## src/logic/bp_pkg.sv

```systemverilog
package bp_pkg;

    localparam int vaddr_size      = 32;
    localparam int inst_offset     = 2;
    localparam int btb_way         = 4;
    localparam int btb_bank_width  = 2;
    localparam int btb_set         = 64;
    localparam int btb_set_width   = 6;
    localparam int btb_tag_size    = 8;
    localparam int tag_offset      = inst_offset + btb_bank_width + btb_set_width;
    localparam int upd_queue_depth = 4;

    typedef enum logic [1:0] {
        br_cond   = 2'd0,
        br_direct = 2'd1,
        br_call   = 2'd2,
        br_ret    = 2'd3
    } br_kind_t;

    typedef struct packed {
        logic                  en;
        br_kind_t              kind;
        logic [vaddr_size-1:0] target;
    } btb_entry_t;

    typedef struct packed {
        logic [btb_tag_size-1:0] tag;
        btb_entry_t              entry;
    } btb_line_t;

    typedef struct packed {
        logic [vaddr_size-1:0] start_addr;
        btb_entry_t            entry;
    } btb_update_t;

    typedef struct packed {
        logic                  hit;
        br_kind_t              kind;
        logic [vaddr_size-1:0] target;
    } btb_resp_t;

    // PC folding, shared by the lookup and update paths
    function automatic logic [btb_bank_width-1:0] pc_bank(input logic [vaddr_size-1:0] pc);
        return pc[inst_offset +: btb_bank_width];
    endfunction

    function automatic logic [btb_set_width-1:0] pc_index(input logic [vaddr_size-1:0] pc);
        return pc[inst_offset + btb_bank_width +: btb_set_width];
    endfunction

    function automatic logic [btb_tag_size-1:0] pc_tag(input logic [vaddr_size-1:0] pc);
        return pc[tag_offset +: btb_tag_size] ^ pc[vaddr_size-1 -: btb_tag_size];
    endfunction

endpackage

```

## src/logic/btb_hit_check.sv

```systemverilog
module btb_hit_check (
    input  logic                            clk,
    input  logic                            reset,
    input  logic                            rd_valid,
    input  bp_pkg::btb_line_t               rd_line,
    input  logic [bp_pkg::btb_tag_size-1:0] rd_tag,
    output logic                            resp_valid,
    output bp_pkg::btb_resp_t               resp
);
    import bp_pkg::*;

    logic tag_match;
    logic hit;

    assign tag_match = (rd_line.tag == rd_tag);
    assign hit       = rd_valid & rd_line.entry.en & tag_match;    // Bank output holds when idle

    always_comb begin
        resp     = '0;
        resp.hit = hit;
        if (hit) begin
            resp.kind   = rd_line.entry.kind;
            resp.target = rd_line.entry.target;
        end
    end

    assign resp_valid = rd_valid;

endmodule

```

## config.mk

```make
export PLATFORM = sky130hd
export DESIGN_NAME = btb_hit_check
export DESIGN_NICKNAME = d
export VERILOG_FILES = /design/src/logic/bp_pkg.sv /design/src/logic/btb_hit_check.sv
export SDC_FILE = /design/constraint.sdc
export NUM_CORES = 1
export LEC_CHECK = 0
export BUFFER_PORTS_ARGS = -buffer_cell sky130_fd_sc_hd__buf_2
export CAP_MARGIN = 25
export CELL_PAD_IN_SITES_DETAIL_PLACEMENT = 0
export CELL_PAD_IN_SITES_GLOBAL_PLACEMENT = 2
export CORE_MARGIN = 5
export CORE_UTILIZATION = 16
export DETAILED_ROUTE_END_ITERATION = 12
export MAX_ROUTING_LAYER = met4
export PLACE_DENSITY = 0.87
export SLEW_MARGIN = 20
export SYNTH_ARGS = -nofsm -noshare
export SYNTH_HDL_FRONTEND = slang
export SYNTH_SLANG_ARGS = --single-unit
```

## constraint.sdc

```tcl
create_clock -name vclk -period 2.5
set_input_delay 0 -clock vclk [all_inputs]
set_output_delay 0 -clock vclk [all_outputs]
set_load 0.01 [all_outputs]
```

-- Word-level counts from Yosys, hierarchy flattened
Cells that the tools add are included.
- register bits: 0
- bits in latches: 0
- memory bits (writable): 0
- ROM bits: 0
- input port bits: 54
- output and inout port bits: 36
- word-level logic and storage cells: 4
- memories: 0
- $add $sub $neg: 0
- multipliers: 0
- div/mod/pow operators: 0
- $lt $le $gt $ge: 0
- equal/unequal tests: 1
- shifts and indexed selects: 0
- multiplexer cells: 1
- bitwise gates (word level): 2
- reduce and logical (&&, ||, !) cells: 0
- operators with widths (operator ; count):
    two-way mux 34 bit ; 1
    equality test 8 bit ; 1
    bitwise AND 1 bit ; 2

-- Depth between registers and ports, before layout
- depth in word-level cells: 3
- gate-level depth with buffers: 6
- depth with buffers taken out: 3

-- Worst setup path before layout
No wires, ideal clock.
- path type: in2out
- start point: input rd_tag[5] (netlist bit)
- end point: output resp[10] (netlist bit)
- data arrival time: 989 ps
- data required time: 2500 ps
- setup slack: 1511 ps
- stages on the path: 5
- path buffers: 2
- cell sequence: xor2_1 -> a211o_1 -> buf_6 -> buf_12 -> nor4_2
- RTL lines (item ; RTL line ; text):
    from (decl) ; btb_hit_check.sv:6 ; input logic [bp_pkg::btb_tag_size-1:0] rd_tag,
    to (decl) ; btb_hit_check.sv:8 ; output bp_pkg::btb_resp_t resp

==> metrics.md <==
| Metric | Value |
|---|---|
| Outcome | completed |
| Max Clk Rate | 0.712 GHz |
| Worst slew margin | 41.9% |
| Largest net degree at the start of global routing | 36 |
| Critical path's slowest cell | buf_4 |
| Core Box Area | 4410 µm² |
| DR WL/cell | 10.4 µm |
| Final Slew Violations | 0 |
| Setup Fix Bufs, Post-CTS | 0 |
| Data arrival time of the critical path | 1.41 ns |
| GPL Wtd Cong | 0.668 |
| Most frequent CP cell | buf_2 |
| Antenna violations before repair | 0 |
| Synth-to-Final Area Change | 56.9% |
| Hold_buf cts | 0 |
| PwrDens | 109 nW/µm² |
| Worst-path cell chain | buf_2, xnor2_1, o2111ai_4, buf_4, nor4_1, buf_2 |
| Fill count | 478 |
| CP startpoint kind | input pin |
| Syn Inst Count | 93 |
| Synth warnings | 0 |
| Number of vias per cell | 3.90 |
| Multi-input gate area | 510 µm² |
| Worst slew pin tran | 0.871 ns |
| CP peak stage delay | 0.36 ns |
| Iter 0 DRT Violations | 8 |
| Drt drc | 0 |
| N_diodes | 0 |
| DIE WIDTH | 78.0 µm |
| Max VDD drop | 0.0520 mV |
| # resized after CTS | 0 |
| Layout cell share with drive strength beyond 1 | 71.3% |
| Max-cap violation count | 0 |
| Post-DP HPWL | 1850 µm |
| CP Class | in -> out |
| Seq cells | 0 |
| Share of the core filled with cells | 26.3% |
| Crit path required time | 2.50 ns |
| DR pass1 iterations | 3 |
| Commonest non-fill, non-tap cells in the layout | buf_2, inv_1, nor4_2 |
| Global Route Usage Sum | 6.87% |
| Remaining antenna violation count | 0 |
| Register area | 0 µm² |
| Library cells used by synthesis | 14 |
| Vias | 870 |
| Cell Area, Synth | 741 µm² |
| Post-synthesis net count | 147 |
| Vias in the first global route | 823 |
| WL final | 2320 µm |
| Crit Path Max Fanout | 23 |
| Mapped Avg Cell Area | 7.96 µm² |
| Final Hold Fails | 0 |
| Leakage | 0.630 nW |
| Total gr overflow | 0 |
| Port Buffer Count | 88 |
| Period utilisation layout | 56.2% |
| Commonest non-fill, non-tap cell in the layout | buf_2 |
| Die height | 78.0 µm |
| IO Count | 90 |
| Hold/Removal Path Class | in -> out |
| Final worst path period need | 1.41 ns |
| Crit. End Element | output port |
| Clkbuf count | 0 |
| FP Rows | 24 |
| Global-route wire length before repair | 3640 µm |
| Fin nets | 227 |
| Final setup violating endpoints | 0 |
| Sequential-to-total area share from yosys stat | 0% |
| Die ar. | 6090 µm² |
| RSZ-0062 raised after global routing | false |
| Starting Density | 16.8% |
| Final setup TNS | 0 ns |
[area by class of cell]
type | count | area share (%)
repair buffers | 90 | 39.2
inverters | 35 | 11.3
multi-input cells | 46 | 43.9
well taps | 52 | 5.60
[where the power goes]
group / internal (mW) / leakage (nW) / switching (mW) / total (mW)
registers: 0 / 0 / 0 / 0
logic: 0.0496 / 0.630 / 0.0769 / 0.127
clock network: 0 / 0 / 0 / 0
[kinds of logic after synthesis]
kind of cell / share of synthesized area [%]
buf+inv: 33.4
simple gates: 55.1
xor+xnor: 8.28
compound gates: 3.21
[final timing paths]
path / from / end / slack, ns / cells past startpoint
worst min-delay path: rd_valid / resp_valid / 0.20 / 2
worst max-delay path: rd_tag[4] / resp[2] / 1.09 / 6
[per-layer routing]
layer | up-vias | track usage [%] | share of wire (%)
met1 | 362 | 8.70 | 39
met5 | - | - | 0
li1 | 464 | - | -
met4 | 0 | 0 | 0
met2 | 44 | 12.5 | 50
met3 | 0 | 0.686 | 11
[Yosys cell counts]
master	n	area share (%)
nand3_1	1	0.68
a211o_1	1	1.2
nand2_1	1	0.51
xor2_1	1	1.2
xnor2_1	6	7.1
nor3_1	1	0.68
o2111ai_2	1	2.0
buf_2	6	4.1
buf_4	2	2.0
nor4_2	29	49
nor4_1	5	4.2
buf_6	1	1.5
inv_1	35	18
buf_12	3	8.1
[per-stage QoR]
step	total power [mW]	std cells	hold WS, ns	setup WS, ns	instance area (µm²)
floorplan	0.0848	93	0.0918	1.51	741
global placement	0.128	223	0.201	1.06	1160
detailed placement	0.128	223	0.201	1.04	1160
CTS	0.129	223	0.202	1.04	1160
global route	0.142	223	0.214	0.920	1160
finish	0.127	223	0.201	1.09	1160
[worst max-delay path, delay by kind of cell]
kind	cells	cell delay (ns)
AND/OR/NAND/NOR	1	0.19
buffers and inverters	3	0.63
XOR/XNOR	1	0.24
AO/OA/AOI/OAI	1	0.34
Power figures use the tool's default switching activity.
