$ cat src/logic/bp_pkg.sv
package bp_pkg;

    localparam int vaddr_size      = 32;
    localparam int inst_offset     = 2;
    localparam int btb_way         = 4;
    localparam int btb_bank_width  = 2;
    localparam int btb_set         = 64;
    localparam int btb_set_width   = 6;
    localparam int btb_tag_size    = 8;
    localparam int tag_offset      = inst_offset + btb_bank_width + btb_set_width;
    localparam int upd_queue_depth = 4;

    typedef enum logic [1:0] {
        br_cond   = 2'd0,
        br_direct = 2'd1,
        br_call   = 2'd2,
        br_ret    = 2'd3
    } br_kind_t;

    typedef struct packed {
        logic                  en;
        br_kind_t              kind;
        logic [vaddr_size-1:0] target;
    } btb_entry_t;

    typedef struct packed {
        logic [btb_tag_size-1:0] tag;
        btb_entry_t              entry;
    } btb_line_t;

    typedef struct packed {
        logic [vaddr_size-1:0] start_addr;
        btb_entry_t            entry;
    } btb_update_t;

    typedef struct packed {
        logic                  hit;
        br_kind_t              kind;
        logic [vaddr_size-1:0] target;
    } btb_resp_t;

    // PC folding, shared by the lookup and update paths
    function automatic logic [btb_bank_width-1:0] pc_bank(input logic [vaddr_size-1:0] pc);
        return pc[inst_offset +: btb_bank_width];
    endfunction

    function automatic logic [btb_set_width-1:0] pc_index(input logic [vaddr_size-1:0] pc);
        return pc[inst_offset + btb_bank_width +: btb_set_width];
    endfunction

    function automatic logic [btb_tag_size-1:0] pc_tag(input logic [vaddr_size-1:0] pc);
        return pc[tag_offset +: btb_tag_size] ^ pc[vaddr_size-1 -: btb_tag_size];
    endfunction

endpackage

$ cat src/logic/btb_update_queue.sv
module btb_update_queue (
    input  logic                clk,
    input  logic                reset,
    input  logic                update_valid,
    input  bp_pkg::btb_update_t update_req,
    output logic                wr_valid,
    output bp_pkg::btb_update_t wr_req,
    output logic                update_dropped
);
    import bp_pkg::*;

    btb_update_t                        mem [upd_queue_depth];
    logic [$clog2(upd_queue_depth)-1:0] rd_ptr;
    logic [$clog2(upd_queue_depth)-1:0] wr_ptr;
    logic [$clog2(upd_queue_depth):0]   count;
    logic                               full;
    logic                               push;
    logic                               pop;

    assign full = (count == upd_queue_depth);
    assign pop  = (count != '0);              // Head leaves every cycle it is present
    assign push = update_valid & (~full | pop);

    assign wr_valid = pop;
    assign wr_req   = mem[rd_ptr];

    always_ff @(posedge clk) begin
        if (push) begin
            mem[wr_ptr] <= update_req;
        end
    end

    // Pointers wrap naturally, depth is a power of two
    always_ff @(posedge clk) begin
        if (reset) begin
            rd_ptr <= '0;
            wr_ptr <= '0;
            count  <= '0;
        end else begin
            if (push) begin
                wr_ptr <= wr_ptr + 1'b1;
            end
            if (pop) begin
                rd_ptr <= rd_ptr + 1'b1;
            end
            case ({push, pop})
                2'b10:   count <= count + 1'b1;
                2'b01:   count <= count - 1'b1;
                default: count <= count;
            endcase
        end
    end

    // Sticky until reset
    always_ff @(posedge clk) begin
        if (reset) begin
            update_dropped <= 1'b0;
        end else if (update_valid && full && !pop) begin
            update_dropped <= 1'b1;
        end
    end

endmodule

$ cat config.mk
export PLATFORM = sky130hd
export DESIGN_NAME = btb_update_queue
export DESIGN_NICKNAME = d
export VERILOG_FILES = /design/src/logic/bp_pkg.sv /design/src/logic/btb_update_queue.sv
export SDC_FILE = /design/constraint.sdc
export NUM_CORES = 1
export LEC_CHECK = 0
export ABC_AREA = 1
export BUFFER_PORTS_ARGS = -buffer_cell sky130_fd_sc_hd__clkbuf_2
export CAP_MARGIN = 20
export CORE_MARGIN = 1.5
export CORE_UTILIZATION = 45
export DETAILED_ROUTE_END_ITERATION = 7
export PLACE_DENSITY_LB_ADDON = 0.3
export SLEW_MARGIN = 0
export SYNTH_ARGS = -nofsm -noshare
export SYNTH_HDL_FRONTEND = slang
export SYNTH_SLANG_ARGS = --single-unit
$ cat constraint.sdc
create_clock -name clk -period 2.25 [get_ports clk]
set_input_delay 0.225 -clock clk [delete_from_list [all_inputs] [get_ports clk]]
set_output_delay 0.225 -clock clk [all_outputs]
set_load 0.05 [all_outputs]
# ---- Word level (Yosys, flattened, before mapping)
# Memories as Yosys holds them, arrays and structs flattened. A register that Yosys moved wholly into a read port is not among the register bits.
# Index checks and enable logic that the tools add are counted.
dict set report op_classes {
  bitwise 3
  eq_ne 3
  n_reduce_logical 5
  add_sub_neg 4
  muxes 5
}
# op n
set ops {}
lappend ops {{case mux 3 bit (2 select lines)} 1}
lappend ops {{adder 2 x 1 -> 2 bit (second input constant)} 2}
lappend ops {{2-to-1 mux 2 bit} 2}
lappend ops {{adder 3 x 1 -> 3 bit (second input constant)} 1}
lappend ops {{== test 3 bit (second input constant)} 1}
lappend ops {{nonzero test 3 bit} 1}
lappend ops {{subtractor 3 x 1 -> 3 bit (second input constant)} 1}
lappend ops {{== test 2 x 1 -> 1 bit (second input constant)} 1}
lappend ops {{== test 2 bit (second input constant)} 1}
lappend ops {{logical AND 1 bit} 2}
lappend ops {{2-to-1 mux 1 bit} 2}
lappend ops {{nonzero test 2 bit} 1}
lappend ops {{AND 1 bit} 1}
lappend ops {{zero test 1 bit} 1}
lappend ops {{NOT 1 bit} 1}
lappend ops {{OR 1 bit} 1}
dict set report totals {
  mem_count 1
  elab_cells 25
  mem_bits_rw 268
  reg_bits 8
}
# memory depth width rd rd_clocked_by_memory_dff wr line_no
set memory_table {}
lappend memory_table {mem 4 67 1 1 1 btb_update_queue.sv:12} ;# btb_update_t mem [upd_queue_depth];

# ---- Depth between registers and ports, before layout
dict set report depth {
  word_depth 6
  mapped_depth 7
  mapped_depth_nobuf 7
}

# ---- Least setup slack after synthesis
# OpenSTA, ideal clock, no wires.
dict set report synth_timing {
  path_kind {flip-flop to flip-flop}
  from {register wr_ptr[0]}
  to {memory mem[2][0] (netlist bit) (enable)}
  stages_incl_launch_ff 5
  path_slack_ps -70
  arrival_ps 1899
  setup_time_ps 421
  required_time_ps 1829
  path_cell_list {dfxtp_1 inv_1 ha_1 nand2_1 inv_1}
}
# item line_no
set synth_lines {}
lappend synth_lines {{start, declared} btb_update_queue.sv:14} ;# logic [$clog2(upd_queue_depth)-1:0] wr_ptr;
lappend synth_lines {{start signal, assigned} btb_update_queue.sv:41} ;# wr_ptr <= wr_ptr + 1'b1;
lappend synth_lines {{end, declared} btb_update_queue.sv:12}
# No word-level cell before the write port.

==> metrics <==
outcome=finished clean; routing usage on met1=0.2296; # rows=55; Synth cell types=26; Worst Setup Path Type=reg2out; die height=155.2 µm; synth warn=0; register bit total from synthesis=278; Critical Path RT=a little over 2 ns; initial antenna violation count=0; worst reg2reg setup slack=0.52 ns; drt drc=0; CP startpoint kind=flop; CTS Buffer Depth=3; layout net count=997; Worst IR Drop VDD=1.055 mV; MaxCap Viol Count=0; vias=6370; reg2reg path depth=5; DRT Wirelength=21590 µm; Post-synth top flop=edfxtp_1; r2r startpoint=wr_ptr[0]$_SDFFE_PP0P_; clock sink count=278; I/O pin total=139; CTS tree=built; skew final=0.007386 ns; hold endpoint=count[1]$_SDFFE_PP0P_; power per cell area=1333 nW/µm²; postcts setup bufs=0; DP Wirelength=approximately 11000 µm; WL per Instance=17.57 µm; clock latency on the worst-skew pair=about 0.53 ns; H-tree levels=1; RSZ-0062 raised after global routing=true; Core Footprint=22710 µm²; # port buffers=138; R2R Path End=mem[0][20]$_DFFE_PP_; pin count of the biggest net entering global routing=approximately 90; Syn Inst Count=712; Worst-Margin Slew=approximately 0.44 ns; Finished Cell Area=approximately 13000 µm²; Power Total=around 18 mW; Final Cycle Share=0.9731; number of global-route vias before repair=6382; DRT iter0 DRCs=roughly 360; Final Slew Violations=0; final hold violation count=0; Root Buffer=clkbuf_16; GR Util met3=0.03426; Worst-path clk slew=0.06 ns; Hold Startpoint=update_valid; layout cells sized above 1=0.2214; Rel. slew slack=0.7062; DP Area=11550 µm²; count of flip-flops with a built-in enable after synthesis=~270; Initial DRT Pass Iterations=4; Worst path slowest cell=dfxtp_4; Max Fclk=456.7 MHz; critical path capture point type=output pin; routing usage on met2=0.3130; Hold Path Cell Cnt=3; crit path max fanout=88; Hold WC Path Type=in2reg; grt ovf=0; Die X=155.2 µm; crit path DAT=1.96 ns; synth top area cells=edfxtp_1 (77%), o21ai_0 (6.4%), nor2_1 (5.0%), o22ai_1 (4.0%), dfxtp_1 (1.9%); die footprint=24090 µm²; # diodes=0; Post-synth ARST share=0; setup TNS=0 ns; Vias/cell=5.183; cell taking the most area after synthesis=edfxtp_1; Detail Route Antenna Nets=0; TritonCTS Buffers=29; initial core utilization=0.4591; Mapped Nets=787; Synth top area share=0.7719; Synth Area per Inst=14.64 µm²; global-route wire length before repair=33510 µm; hold_ws=a little over 0.05 ns; sequential area share after synthesis=0.7911; Crit path largest cell delay=0.41 ns; Leak Pwr=4.682 nW; area grow syn2layout=26.63%; minimum clock period=approximately 2.2 ns; Final setup viols=0; gr usage total=0.1789; gpl congestion=between 0.7 and 0.8; sequence of cells on the critical path=buf_16, o21ai_0, o22ai_1, clkbuf_2; GRT busiest layer=met2; synthesized area=10430 µm²
==> metrics by stage <==
step	utilization	cells	worst slack (ns)
6_report	0.5814	1229	0.06048
5_1_grt	0.5814	1229	-0.06509
4_1_cts	0.5791	1229	0.0001021
3_5_place_dp	0.5087	1108	0.4825
3_3_place_gp	0.5087	1108	0.4854
2_1_floorplan	-	712	0.1835
==> how the worst max path moves through the flow <==
stage,to,cells past startpoint
2_1_floorplan,mem[0][0]$_DFFE_PP_,4
6_report,wr_req[22],4
3_3_place_gp,wr_req[40],5
5_1_grt,wr_req[32],4
3_5_place_dp,wr_req[40],5
4_1_cts,wr_req[4],4
==> power breakdown <==
part	internal [mW]	total [mW]	switching, mW
Combinational	1.89	7.12	5.23
Clock	2.57	4.42	1.85
Sequential	5.95	6.05	0.0994
Total	10.4	17.6	7.18
==> sequential cells by signal (all words and copies together) (netlist names), named ones only <==
register	flops
wr_ptr	2
mem	268
count	3
rd_ptr	2
update_dropped	1
==> cells in the mapped netlist, types with 2 or more instances <==
library cell,n
nand2_1,11
ha_1,4
o22ai_1,67
nand3_1,2
a21oi_1,4
clkbuf_2,7
nor2_1,139
edfxtp_1,268
nand2_2,2
buf_2,15
o21ai_0,133
o21ai_1,3
nor3b_1,2
clkbuf_4,3
buf_6,10
clkbuf_1,9
dfxtp_1,10
inv_1,15
==> layout by cell type, fill, tap and decap left out, drive strengths merged <==
cell type	synthesis	final
buf	26	37
o22ai	67	67
ha	4	4
nor3	1	1
a211oi	1	1
o21ai	136	136
clkbuf	19	157
nand3	2	2
nand4	1	1
clkinv	0	13
a31oi	1	1
clkinvlp	0	6
bufinv	0	1
nor2	139	139
dlygate4sd3	0	68
inv	17	12
dfxtp	10	10
edfxtp	268	268
a21oi	4	4
nor3b	2	2
fa	1	1
nand2	13	13
==> final cells by class <==
| cell class | instances | area [µm²] |
|---|---|---|
| fill | 1805 | 9507 |
| sequential | 278 | 8253 |
| multi-input combinational | 372 | 1828 |
| timing repair buffer | 224 | 1779 |
| clock buffer | 38 | 789.5 |
| tap | 285 | 356.6 |
| clock inverter | 15 | 105.1 |
| inverter | 17 | 91.34 |
==> timing repair <==
| item | CTS | global route |
|---|---|---|
| gates cloned | 0 | 0 |
| endpoints found under the hold margin | 269 | 0 |
| hold buffers | 68 | 0 |
| setup endpoints to repair | 38 | 44 |
| gates resized for setup | 7 | 41 |
==> layer usage <==
layer / wire, µm / vias up / part of all wire
met5: 0 / - / 0
met4: 464 / 0 / 0.021
met3: 1126 / 34 / 0.052
met2: 10620 / 161 / 0.49
met1: 9387 / 3094 / 0.43
li1: - / 3081 / -
==> cell families after synthesis <==
family,after synthesis,synth area share
flip-flops,278,0.7911
AND/OR/NAND/NOR,158,0.05868
buffers and inverters,62,0.03480
adder cells (fa/ha/maj),5,0.006721
AO/OA/AOI/OAI,209,0.1087
==> critical path, delay by kind of cell, from the launching register on <==
family | cells | cell delay, ns
flops | 1 | 0.41
compound gates | 2 | 0.35
buf+inv | 2 | 0.60
Note: power is estimated with default switching activity, not from simulation.
